===== src/msg_pkg.sv =====
////////////////////////////////////////
// Shared types for the message intake path
// Words are little endian, lane 0 carries the first byte
// Valid lanes are always contiguous from lane 0
////////////////////////////////////////
package msg_pkg;

  // Byte lanes per message word
  parameter int WordBytes = 8;
  parameter int DataW     = 8 * WordBytes;
  // Counts 0 to WordBytes lanes
  parameter int CntW      = $clog2(WordBytes + 1);
  // Running byte count width in the absorber
  parameter int LenW      = 32;

  typedef struct packed {
    logic [DataW-1:0]     data;
    logic [WordBytes-1:0] strb;  // one bit per byte lane
  } msg_word_t;

  // Flush sequencing from process_i to clear_i
  typedef enum logic [1:0] {
    FlushIdle,
    FlushPacker,
    FlushFifo,
    FlushClear
  } flush_st_e;

  // Number of strobed lanes
  function automatic logic [CntW-1:0] strb_pop(input logic [WordBytes-1:0] strb);
    logic [CntW-1:0] n;
    n = '0;
    for (int i = 0; i < WordBytes; i++) begin
      n = n + CntW'(strb[i]);
    end
    return n;
  endfunction

  // Zero the bytes of lanes without strobe
  function automatic logic [DataW-1:0] lane_mask(input logic [DataW-1:0]     data,
                                                 input logic [WordBytes-1:0] strb);
    logic [DataW-1:0] m;
    for (int i = 0; i < WordBytes; i++) begin
      m[8*i +: 8] = strb[i] ? data[8*i +: 8] : 8'h00;
    end
    return m;
  endfunction

  // Strobe covering the lowest cnt lanes
  function automatic logic [WordBytes-1:0] lane_strb(input logic [CntW-1:0] cnt);
    logic [WordBytes-1:0] s;
    for (int i = 0; i < WordBytes; i++) begin
      s[i] = (i < cnt);
    end
    return s;
  endfunction

endpackage


===== src/msg_absorber.sv =====
////////////////////////////////////////
// Absorber that drains message words at a fixed rate
// Waits AbsorbGap cycles after every pop
// Digest is an XOR fold standing in for sponge state
////////////////////////////////////////
`timescale 1ns/1ps

module msg_absorber #(
  parameter int AbsorbGap = 1
) (
  input  logic                      clk_i,
  input  logic                      rst_ni,
  input  logic                      msg_valid_i,
  input  msg_pkg::msg_word_t        msg_word_i,
  output logic                      msg_ready_o,
  input  logic                      clear_i,
  output logic [msg_pkg::LenW-1:0]  msg_len_o,
  output logic [msg_pkg::DataW-1:0] digest_o
);
  import msg_pkg::*;

  // One spare state so a zero gap still gets a legal width
  localparam int GapW = $clog2(AbsorbGap + 2);

  logic [GapW-1:0] gap_q;
  logic            pop;

  assign msg_ready_o = (gap_q == '0);
  assign pop         = msg_valid_i && msg_ready_o;

  always_ff @(posedge clk_i or negedge rst_ni) begin
    if (!rst_ni) begin
      gap_q     <= '0;
      msg_len_o <= '0;
      digest_o  <= '0;
    end else begin
      // Pacing counter
      if (pop) begin
        gap_q <= GapW'(AbsorbGap);
      end else if (gap_q != '0) begin
        gap_q <= gap_q - 1'b1;
      end
      // Clear wins over a pop in the totals
      if (clear_i) begin
        msg_len_o <= '0;
        digest_o  <= '0;
      end else if (pop) begin
        msg_len_o <= msg_len_o + LenW'(strb_pop(msg_word_i.strb));
        digest_o  <= digest_o ^ lane_mask(msg_word_i.data, msg_word_i.strb);
      end
    end
  end

  // A waiting word stays put until it is popped
  MsgHold_A: assert property (@(posedge clk_i) disable iff (!rst_ni)
    msg_valid_i && !msg_ready_o && !clear_i |=> msg_valid_i && $stable(msg_word_i));

endmodule


===== src/msg_fifo.sv =====
////////////////////////////////////////
// Synchronous FIFO for packed message words
// No pass-through, read data lags a write by one cycle
// clr_i empties the FIFO in one cycle
////////////////////////////////////////
`timescale 1ns/1ps

module msg_fifo #(
  parameter  int MsgDepth = 9,
  localparam int DepthW   = $clog2(MsgDepth + 1)
) (
  input  logic               clk_i,
  input  logic               rst_ni,
  input  logic               clr_i,
  input  logic               wvalid_i,
  output logic               wready_o,
  input  msg_pkg::msg_word_t wdata_i,
  output logic               rvalid_o,
  input  logic               rready_i,
  output msg_pkg::msg_word_t rdata_o,
  output logic               full_o,
  output logic [DepthW-1:0]  depth_o
);
  import msg_pkg::*;

  localparam int PtrW = $clog2(MsgDepth);

  msg_word_t         mem [MsgDepth];
  logic [PtrW-1:0]   wr_ptr_q, rd_ptr_q;
  logic [DepthW-1:0] cnt_q;
  logic              push, pop;

  assign full_o   = (cnt_q == DepthW'(MsgDepth));
  assign wready_o = !full_o;
  assign rvalid_o = (cnt_q != '0);
  assign push     = wvalid_i && wready_o;
  assign pop      = rvalid_o && rready_i;

  // Pointers wrap at MsgDepth, which need not be a power of two
  always_ff @(posedge clk_i or negedge rst_ni) begin
    if (!rst_ni) begin
      wr_ptr_q <= '0;
      rd_ptr_q <= '0;
      cnt_q    <= '0;
    end else if (clr_i) begin
      wr_ptr_q <= '0;
      rd_ptr_q <= '0;
      cnt_q    <= '0;
    end else begin
      if (push) begin
        wr_ptr_q <= (wr_ptr_q == PtrW'(MsgDepth - 1)) ? '0 : wr_ptr_q + 1'b1;
      end
      if (pop) begin
        rd_ptr_q <= (rd_ptr_q == PtrW'(MsgDepth - 1)) ? '0 : rd_ptr_q + 1'b1;
      end
      // Simultaneous push and pop leave the count alone
      if (push && !pop) begin
        cnt_q <= cnt_q + 1'b1;
      end else if (pop && !push) begin
        cnt_q <= cnt_q - 1'b1;
      end
    end
  end

  always_ff @(posedge clk_i) begin
    if (push && !clr_i) begin
      mem[wr_ptr_q] <= wdata_i;
    end
  end

  assign rdata_o = mem[rd_ptr_q];
  assign depth_o = cnt_q;

  // Occupancy bound
  DepthMax_A: assert property (@(posedge clk_i) disable iff (!rst_ni)
    cnt_q <= DepthW'(MsgDepth));

  // Writer holds its word while the FIFO is full
  FullHold_A: assert property (@(posedge clk_i) disable iff (!rst_ni)
    wvalid_i && full_o && !rready_i && !clr_i |=> wvalid_i);

endmodule


===== src/msg_intake.sv =====
////////////////////////////////////////
// Message intake with packer, FIFO and flush FSM
// process_i is honored only in idle
// Input is refused from process_i until clear_i
// clear_i is a level, acted on once the flush ends
////////////////////////////////////////
`timescale 1ns/1ps

module msg_intake #(
  parameter  int MsgDepth = 9,
  localparam int DepthW   = $clog2(MsgDepth + 1)
) (
  input  logic               clk_i,
  input  logic               rst_ni,
  input  logic               in_valid_i,
  input  msg_pkg::msg_word_t in_word_i,
  output logic               in_ready_o,
  output logic               msg_valid_o,
  output msg_pkg::msg_word_t msg_word_o,
  input  logic               msg_ready_i,
  output logic               fifo_empty_o,
  output logic               fifo_full_o,
  output logic [DepthW-1:0]  fifo_depth_o,
  input  logic               process_i,
  input  logic               clear_i,
  output logic               process_o
);
  import msg_pkg::*;

  flush_st_e flush_st, flush_st_d;
  logic      idle;
  logic      pk_in_ready, pk_flush, pk_flush_done;
  logic      pk_valid, pk_ready;
  msg_word_t pk_word;
  logic      fifo_clr;

  assign idle = (flush_st == FlushIdle);

  ////////////////////////////////////////
  // Datapath
  ////////////////////////////////////////

  // Input only flows in idle
  assign in_ready_o = pk_in_ready && idle;
  assign pk_flush   = process_i && idle;
  assign fifo_clr   = clear_i && (flush_st == FlushClear);

  msg_packer u_packer (
    .clk_i,
    .rst_ni,
    .in_valid_i   (in_valid_i && idle),
    .in_word_i    (in_word_i),
    .in_ready_o   (pk_in_ready),
    .out_valid_o  (pk_valid),
    .out_word_o   (pk_word),
    .out_ready_i  (pk_ready),
    .flush_i      (pk_flush),
    .flush_done_o (pk_flush_done)
  );

  msg_fifo #(
    .MsgDepth (MsgDepth)
  ) u_fifo (
    .clk_i,
    .rst_ni,
    .clr_i    (fifo_clr),
    .wvalid_i (pk_valid),
    .wready_o (pk_ready),
    .wdata_i  (pk_word),
    .rvalid_o (msg_valid_o),
    .rready_i (msg_ready_i),
    .rdata_o  (msg_word_o),
    .full_o   (fifo_full_o),
    .depth_o  (fifo_depth_o)
  );

  assign fifo_empty_o = !msg_valid_o;

  ////////////////////////////////////////
  // Flush FSM
  ////////////////////////////////////////

  always_ff @(posedge clk_i or negedge rst_ni) begin
    if (!rst_ni) begin
      flush_st <= FlushIdle;
    end else begin
      flush_st <= flush_st_d;
    end
  end

  always_comb begin
    flush_st_d = flush_st;
    process_o  = 1'b0;
    unique case (flush_st)
      FlushIdle:   if (process_i) flush_st_d = FlushPacker;
      // Packer done means its last word sits in the FIFO
      FlushPacker: if (pk_flush_done) flush_st_d = FlushFifo;
      FlushFifo: begin
        if (fifo_empty_o) begin
          flush_st_d = FlushClear;
          process_o  = 1'b1;
        end
      end
      FlushClear:  if (clear_i) flush_st_d = FlushIdle;
      default:     flush_st_d = FlushIdle;
    endcase
  end

  // State stays legal
  FlushStKnown_A: assert property (@(posedge clk_i) disable iff (!rst_ni)
    flush_st inside {FlushIdle, FlushPacker, FlushFifo, FlushClear});

  // No input taken while a flush is running
  NoInputInFlush_A: assert property (@(posedge clk_i) disable iff (!rst_ni)
    !idle |-> !(in_valid_i && in_ready_o));

  // Packer done comes at least one cycle after the request
  FlushDoneLater_A: assert property (@(posedge clk_i) disable iff (!rst_ni)
    $onehot0({pk_flush, pk_flush_done}));

endmodule


===== src/msg_packer.sv =====
////////////////////////////////////////
// Byte packer in front of the message FIFO
// Input strobes must be contiguous from lane 0
// Input is blocked while a flush is in progress
// flush_i must not repeat before flush_done_o
////////////////////////////////////////
`timescale 1ns/1ps

module msg_packer (
  input  logic               clk_i,
  input  logic               rst_ni,
  input  logic               in_valid_i,
  input  msg_pkg::msg_word_t in_word_i,
  output logic               in_ready_o,
  output logic               out_valid_o,
  output msg_pkg::msg_word_t out_word_o,
  input  logic               out_ready_i,
  input  logic               flush_i,
  output logic               flush_done_o
);
  import msg_pkg::*;

  logic [DataW-1:0]   acc_q, acc_d;
  logic [CntW-1:0]    cnt_q, cnt_d;
  logic [CntW:0]      sum;
  logic [2*DataW-1:0] merged;
  logic               pend_q, pend_d;
  logic               done_q, done_d;
  logic               out_valid_q;
  msg_word_t          out_word_q, load_word;
  logic               load, out_free, flush_go, in_fire;

  // Output register is free when empty or drained this cycle
  assign out_free   = !out_valid_q || out_ready_i;
  assign flush_go   = flush_i || pend_q;
  assign in_ready_o = out_free && !flush_go;
  assign in_fire    = in_valid_i && in_ready_o;

  // New bytes land right above the pending ones
  assign sum    = {1'b0, cnt_q} + {1'b0, strb_pop(in_word_i.strb)};
  assign merged = {{DataW{1'b0}}, acc_q} |
                  ({{DataW{1'b0}}, lane_mask(in_word_i.data, in_word_i.strb)} << (8 * cnt_q));

  always_comb begin
    acc_d     = acc_q;
    cnt_d     = cnt_q;
    pend_d    = pend_q;
    done_d    = 1'b0;
    load      = 1'b0;
    load_word = '0;
    if (in_fire) begin
      if (sum >= WordBytes) begin
        // Full word goes out, spill-over stays behind
        load           = 1'b1;
        load_word.data = merged[DataW-1:0];
        load_word.strb = '1;
        acc_d          = merged[2*DataW-1:DataW];
        cnt_d          = CntW'(sum - WordBytes);
      end else begin
        acc_d = merged[DataW-1:0];
        cnt_d = CntW'(sum);
      end
    end else if (flush_go && out_free) begin
      if (cnt_q != '0) begin
        // Partial word, done follows once it is taken
        load           = 1'b1;
        load_word.data = acc_q;
        load_word.strb = lane_strb(cnt_q);
        acc_d          = '0;
        cnt_d          = '0;
        pend_d         = 1'b1;
      end else begin
        pend_d = 1'b0;
        done_d = 1'b1;
      end
    end else if (flush_i) begin
      pend_d = 1'b1;
    end
  end

  always_ff @(posedge clk_i or negedge rst_ni) begin
    if (!rst_ni) begin
      acc_q       <= '0;
      cnt_q       <= '0;
      pend_q      <= 1'b0;
      done_q      <= 1'b0;
      out_valid_q <= 1'b0;
    end else begin
      acc_q  <= acc_d;
      cnt_q  <= cnt_d;
      pend_q <= pend_d;
      done_q <= done_d;
      if (load) begin
        out_valid_q <= 1'b1;
      end else if (out_ready_i) begin
        out_valid_q <= 1'b0;
      end
    end
  end

  always_ff @(posedge clk_i) begin
    if (load) begin
      out_word_q <= load_word;
    end
  end

  assign out_valid_o  = out_valid_q;
  assign out_word_o   = out_word_q;
  assign flush_done_o = done_q;

  // Packed strobes stay contiguous from lane 0
  StrbContig_A: assert property (@(posedge clk_i) disable iff (!rst_ni)
    out_valid_o |-> (out_word_o.strb != '0) &&
                    (((out_word_o.strb + 1'b1) & out_word_o.strb) == '0));

  // No second flush request while one is pending
  FlushOnce_A: assert property (@(posedge clk_i) disable iff (!rst_ni)
    flush_i |-> !pend_q && !done_q);

endmodule


===== src/msg_subsys_top.sv =====
////////////////////////////////////////
// Message subsystem top, intake feeding absorber
// MsgDepth of 2 or more, AbsorbGap of 0 or more
////////////////////////////////////////
`timescale 1ns/1ps

module msg_subsys_top #(
  parameter  int MsgDepth  = 9,
  parameter  int AbsorbGap = 1,
  localparam int DepthW    = $clog2(MsgDepth + 1)
) (
  input  logic                      clk_i,
  input  logic                      rst_ni,
  input  logic                      in_valid_i,
  input  msg_pkg::msg_word_t        in_word_i,
  output logic                      in_ready_o,
  input  logic                      process_i,
  input  logic                      clear_i,
  output logic                      done_o,
  output logic                      fifo_empty_o,
  output logic                      fifo_full_o,
  output logic [DepthW-1:0]         fifo_depth_o,
  output logic [msg_pkg::LenW-1:0]  msg_len_o,
  output logic [msg_pkg::DataW-1:0] digest_o
);
  import msg_pkg::*;

  // Message channel between FIFO and absorber
  logic      msg_valid, msg_ready;
  msg_word_t msg_word;

  msg_intake #(
    .MsgDepth (MsgDepth)
  ) u_intake (
    .clk_i,
    .rst_ni,
    .in_valid_i   (in_valid_i),
    .in_word_i    (in_word_i),
    .in_ready_o   (in_ready_o),
    .msg_valid_o  (msg_valid),
    .msg_word_o   (msg_word),
    .msg_ready_i  (msg_ready),
    .fifo_empty_o (fifo_empty_o),
    .fifo_full_o  (fifo_full_o),
    .fifo_depth_o (fifo_depth_o),
    .process_i    (process_i),
    .clear_i      (clear_i),
    .process_o    (done_o)
  );

  msg_absorber #(
    .AbsorbGap (AbsorbGap)
  ) u_absorber (
    .clk_i,
    .rst_ni,
    .msg_valid_i (msg_valid),
    .msg_word_i  (msg_word),
    .msg_ready_o (msg_ready),
    .clear_i     (clear_i),
    .msg_len_o   (msg_len_o),
    .digest_o    (digest_o)
  );

endmodule


===== config.mk =====
export PLATFORM = sky130hd
export DESIGN_NAME = msg_subsys_top
export DESIGN_NICKNAME = d
export VERILOG_FILES = /design/src/msg_pkg.sv /design/src/msg_absorber.sv /design/src/msg_fifo.sv /design/src/msg_intake.sv /design/src/msg_packer.sv /design/src/msg_subsys_top.sv
export SDC_FILE = /design/constraint.sdc
export NUM_CORES = 1
export LEC_CHECK = 0
export CORE_ASPECT_RATIO = 0.75
export CORE_UTILIZATION = 64
export DETAILED_ROUTE_END_ITERATION = 6
export DONT_BUFFER_PORTS = 1
export GPL_ROUTABILITY_DRIVEN = 0
export PLACE_DENSITY_LB_ADDON = 0.2
export SLEW_MARGIN = 0
export SYNTH_ARGS = -nofsm -noshare
export SYNTH_HDL_FRONTEND = slang
export SYNTH_HIERARCHICAL = 1
export SYNTH_SLANG_ARGS = --single-unit

===== constraint.sdc =====
create_clock -name clk_i -period 9.5 [get_ports clk_i]
set_input_delay 0.95 -clock clk_i [delete_from_list [all_inputs] [get_ports clk_i]]
set_output_delay 0.95 -clock clk_i [all_outputs]
set_load 0.02 [all_outputs]

Yosys cells after proc, flatten, opt, wreduce, memory -nomap -nowiden
Memory sizes are Yosys's and may differ from the RTL's.
Index checks and enable logic that the tools add are counted.
{"block": "totals", "memories": 1, "ff_bits": 255, "out_inout_bits": 104, "elab_cells": 161, "ramBits": 648}
{"memory": "u_intake.u_fifo.mem", "depth": 9, "word_bits": 72, "read_ports": 1, "rd_clocked_by_memory_dff": 0, "wr": 1, "line": "msg_fifo.sv:28", "text": "msg_word_t mem [MsgDepth];"}
{"block": "classes", "n_eq_ne": 11, "mux": 63, "n_reduce_logical": 37, "n_addsub": 22, "n_lt_le_gt_ge": 9, "n_bitwise": 3, "shift": 1}
{"cell": "$mux 64", "count": 6}
{"cell": "$mux 72", "count": 4}
{"cell": "$mux 8", "count": 16}
{"cell": "$or 64x128->128", "count": 1}
{"cell": "$shl 64x7->128", "count": 1}
{"cell": "$mux 32", "count": 2}
{"cell": "$xor 64x64->64", "count": 1}
{"cell": "$mux 4", "count": 13}
{"cell": "$add 4x1->4", "count": 10}
{"cell": "$add 32x4->32", "count": 1}
{"cell": "$lt 3x4->1 const A", "count": 4}
{"cell": "$reduce_bool 2->1", "count": 8}
{"cell": "$mux 1", "count": 15}
{"cell": "$add 4x1->4 const B", "count": 3}
{"cell": "$eq 4x4->1 const B", "count": 3}
{"cell": "$logic_and 1x1->1", "count": 12}
{"cell": "$mux 2", "count": 6}
{"cell": "$lt 1x4->1 const A", "count": 2}
{"cell": "$lt 2x4->1 const A", "count": 2}
{"cell": "$ne 2x2->1 const B", "count": 4}
{"cell": "$pmux 2 s4", "count": 1}
{"cell": "$reduce_bool 4->1", "count": 2}
{"cell": "$logic_not 1->1", "count": 7}
{"cell": "$add 4x4->5", "count": 1}
{"cell": "other kinds (16)", "count": 21}

Logic depth before layout (Yosys ltp)
{"block": "logic_depth", "word_depth": 12, "mapped_depth": 19}

Cells and area by module
Netlist, hierarchy kept.
{"module": "msg_fifo", "n_inst": 1, "seq_area_each_um2": 19759.0, "cells_per_inst": 1344, "area_per_inst_um2": 25401.9}
{"module": "msg_packer", "n_inst": 1, "seq_area_each_um2": 3938.8, "cells_per_inst": 1025, "area_per_inst_um2": 9953.3}
{"module": "msg_absorber", "n_inst": 1, "seq_area_each_um2": 2452.4, "cells_per_inst": 484, "area_per_inst_um2": 4754.6}
{"module": "msg_intake", "n_inst": 1, "seq_area_each_um2": 50.0, "cells_per_inst": 22, "area_per_inst_um2": 224.0}

Worst setup path before layout
No wires, ideal clock.
{"block": "synth_path", "kind": "input-to-reg", "start": "input port clear_i", "end": "memory u_intake/u_fifo/mem[2][0] in the netlist's numbering (enable)", "arrival_ns": 8.431, "t_required_ns": 8.820, "n_path_buf": 2, "setup_slack_ns": 0.389, "path_stages": 4, "setup_ns": 0.680, "path_cell_list": "and2_1 -> clkbuf_1 -> buf_1 -> nor4_1"}
{"block": "synth_between", "elab_chain_cells": 5}
{"element": "start, declared", "line": "msg_subsys_top.sv:18", "text": "input logic clear_i,"}
{"element": "$logic_and 1x1->1", "line": "msg_intake.sv:46", "text": "assign fifo_clr = clear_i && (flush_st == FlushClear);"}
{"element": "$logic_not 1->1", "line": "msg_fifo.sv:66", "text": "if (push && !clr_i) begin"}
{"element": "$logic_and 1x1->1", "line": "msg_fifo.sv:66"}
{"element": "$mux 1", "line": "msg_fifo.sv:66"}
{"element": "$mux 1 (implied by the code)", "line": "msg_fifo.sv:67", "text": "mem[wr_ptr_q] <= wdata_i;"}
{"element": "end, declared", "line": "msg_fifo.sv:28"}
Every way passes these cells.

==> results.toml <==
[logic_synthesis]
synth_top_area_share_pct = 53.6
synth_top_cell_by_area = "edfxtp_1"
postSynthAreaPerCell_um2 = 14.0
yosysSeqAreaShare_pct = 65.0
yosys_most_used_dff = "edfxtp_1"
synth_edf_count = 720
syn_area_um2 = 40300
synth-async-reset-ratio_pct = 20.3
synth.ff_latch_count = 903
synth.top_cells.by_area = "edfxtp_1 54%, dfrtp_1 11%, mux4_2 5.1%"
syn_nets = 2988
synth_cell_type_count = 99
yosys_warnings = 6
syn_inst = 2875

[die]
die_y_um = 219
core_area_um2 = 62200
start_util_pct = 64.9
num_rows = 79
die_area_um2 = 64000
fp.dieW_um = 292
io_pins = 181

[clock_network]
cts_hold_buf = 1
clock_latency_ns = 0.64
cts_tree = "done"
cts_buffers = 84
cts_resized = 0
htreeDepth = 3
cts_setup_buffers = 0
clock_path_buffers = 3
root_buffer = "clkbuf_16"
path_clk_slew_ns = 0.07
numClockSinks = 903

[finish]
nFillCells = 4005
nets = 2912
multi_input_area_um2 = 13100
drive_above_1_share_pct = 11.2
instances_no_fill = 3681
seqCellArea_um2 = 26200
area_growth_pct = 8.27

[run_status]
status = "complete, but fails checks"
violations = "DRC"

[route]
vias = 25900
ant_nets = 0
drt_iter0_markers = 4417
drc = 110
via_per_inst = 7.02
wire_per_inst_um = 28.6
drt-total-wl_mm = 105
drtPass1Iterations = 7

[job]
maxCapViolCount = 0

[sta]
final-setup-viol-count = 0
post-route-period-util_pct = 61.7
fin_worst_skew_ns = 0.0210
drv_slew = 0
period_needed_ns = 5.86
rsz0062_at_grt = "no"
fmax_mhz = 171
hold_violations = 0
timing.slew.headroom_pct = 4.04
worst_pin_slew_ns = 1.42
tns_ns = 0

[global_routing]
grtUsageTotal_pct = 32.9
grt_pass1_vias = 24800
antenna_found_initial = 4
grt.met2_usage_pct = 47.4
grt.busiest_layer = "met1"
grt-ovfl-total = 0
grtUsageMet3_pct = 11.0
grt_pass1_wl_mm = 156
grt_max_degree = 119
use_met1_pct = 47.4

[worst_setup_path]
worstPathArrival_ns = 6.43
startpoint_type = "register"
criticalPathCategory = "reg2reg"
cp.required_ns = 10.06
crit_fanout = 51
end_kind = "register"
r2r_cells = 14

[min_path]
hp-class = "in2async"

[power_and_ir_drop]
p_leak_nw = 13.4
power_density_nw_per_um2 = 177
finalPower_mw = 7.73
ir_drop_v = 0.000137

[placed_design]
dp.cells = 3522
io_buffers = 0
dp_hpwl_mm = 64.2
==> metal layers <==
layer / vias to the layer above / wire [um] / share of wire, %
li1: 10900 / - / -
met1: 12800 / 42200 / 40
met3: 310 / 14000 / 13
met5: - / 0 / 0
met4: 0 / 3970 / 3.8
met2: 1789 / 45200 / 43
==> through the flow <==
stage | cell area (um2) | setup slack, ns | utilization (%) | hold slack (ns)
finish | 43700 | 3.64 | 70.2 | 0.0483
floorplan | 40300 | 0.389 | - | 0.452
global placement | 40900 | 3.62 | 65.7 | 0.485
CTS | 43700 | 3.64 | 70.2 | 0.00415
detailed placement | 40900 | 3.56 | 65.7 | 0.491
global route | 43700 | 3.31 | 70.2 | 0.00998
==> cell families (layout without fill, tap and decap cells) <==
logic type                 count (synthesis)  count (layout)  synth area share [%]
other                                      0               2                     0
buffers and inverters                    246             240                  2.64
xor gates and xnor gates                  92              92                  2.00
and+or+nand+nor                          683             683                  8.43
AOI/OAI and AO/OA                        640             640                  11.0
adders and majority gates                 36              36                  1.32
DFF                                      903             903                  65.0
muxes                                    275             275                  9.67
==> state kept, by name (all words and copies together) (netlist names) <==
register                        flops
u_intake/u_packer/acc_q            64
u_intake/flush_st                   2
u_absorber/gap_q                    2
u_intake/u_fifo/rd_ptr_q            4
u_intake/u_packer/cnt_q             4
u_absorber/digest_o                64
u_intake/u_packer/pend_q            1
u_intake/u_packer/flush_done_o      1
u_intake/u_fifo/wr_ptr_q            4
u_intake/u_packer/out_valid_o       1
u_intake/u_packer/out_word_o       72
u_absorber/msg_len_o               32
u_intake/u_fifo/depth_o             4
u_intake/u_fifo/mem               648
==> worst paths after layout <==
check	start	to	slack, ns
worst max-delay path	u_intake/u_fifo/rd_ptr_q[1]	u_absorber/msg_len_o[31]	3.64
worst max register to register	u_intake/u_fifo/rd_ptr_q[1]	u_absorber/msg_len_o[31]	3.64
worst min register to register	u_intake/u_packer/acc_q[60]	u_intake/u_packer/acc_q[60]	0.51
min in group clk_i	clear_i	u_absorber/digest_o[2]	0.44
worst min-delay path	rst_ni	u_absorber/digest_o[55]	0.05
max in group asynchronous	rst_ni	u_intake/u_fifo/rd_ptr_q[0]	8.91
==> area by class of cell <==
type                       instances  area share (%)
timing repair buffer              47           0.854
clock inverter                    40           0.983
multi-input combinational       1726            30.1
tap                              810            2.32
sequential                       903            60.0
inverter                          37           0.324
clock buffer                     116            5.37
antenna                            2          0.0115
==> layout by cell type (no fill, tap or decap), types with 68 or more instances in the layout <==
master | Yosys | layout
mux2i_1 | 179 | 179
dfrtp_1 | 183 | 177
mux4_2 | 91 | 91
edfxtp_1 | 720 | 720
xor2_1 | 89 | 89
a22o_1 | 68 | 68
nor2_1 | 158 | 157
a22oi_1 | 82 | 82
a21oi_1 | 71 | 71
clkbuf_16 | 0 | 85
o21ai_0 | 187 | 186
nand2_1 | 253 | 253
==> cells in the mapped netlist, drive strengths merged (6+ instances only) <==
| library cell | number |
|---|---|
| nor3 | 18 |
| a211oi | 15 |
| a21oi | 71 |
| a22o | 68 |
| o2111ai | 10 |
| nand4 | 19 |
| fa | 11 |
| ha | 25 |
| o22ai | 28 |
| o2bb2ai | 9 |
| dfrtp | 183 |
| mux4 | 91 |
| a221o | 25 |
| o21ai | 213 |
| nand3 | 68 |
| a22oi | 82 |
| and3 | 24 |
| a221oi | 6 |
| o21a | 8 |
| xor2 | 89 |
| buf | 97 |
| or2 | 6 |
| nand2 | 255 |
| nand4b | 29 |
| o221ai | 9 |
| and2 | 55 |
| inv | 36 |
| nor2b | 11 |
| edfxtp | 720 |
| o211ai | 22 |
| nand2b | 10 |
| clkbuf | 112 |
| mux2i | 179 |
| nor2 | 159 |
| a222oi | 6 |
==> power breakdown <==
part           internal [mW]  switching (mW)  leakage [nW]
logic                 0.0432          0.0969          4.55
registers               4.22   0.00000000934          7.54
clock network           1.91            1.46          1.35
==> critical path, stage by stage, from the launching register on <==
cell       delay (ns)
dfrtp_4          0.76
buf_4            0.78
mux4_2           0.40
o21ai_0          0.18
o21ai_1          0.12
fa_1             0.54
inv_1            0.05
fa_1             0.49
fa_1             0.43
fa_1             0.39
nor2b_1          0.16
o31a_1           0.51
o2111ai_2        0.26
or4_1            0.52
a21oi_1          0.15
Note: power is estimated with default switching activity, not from simulation.
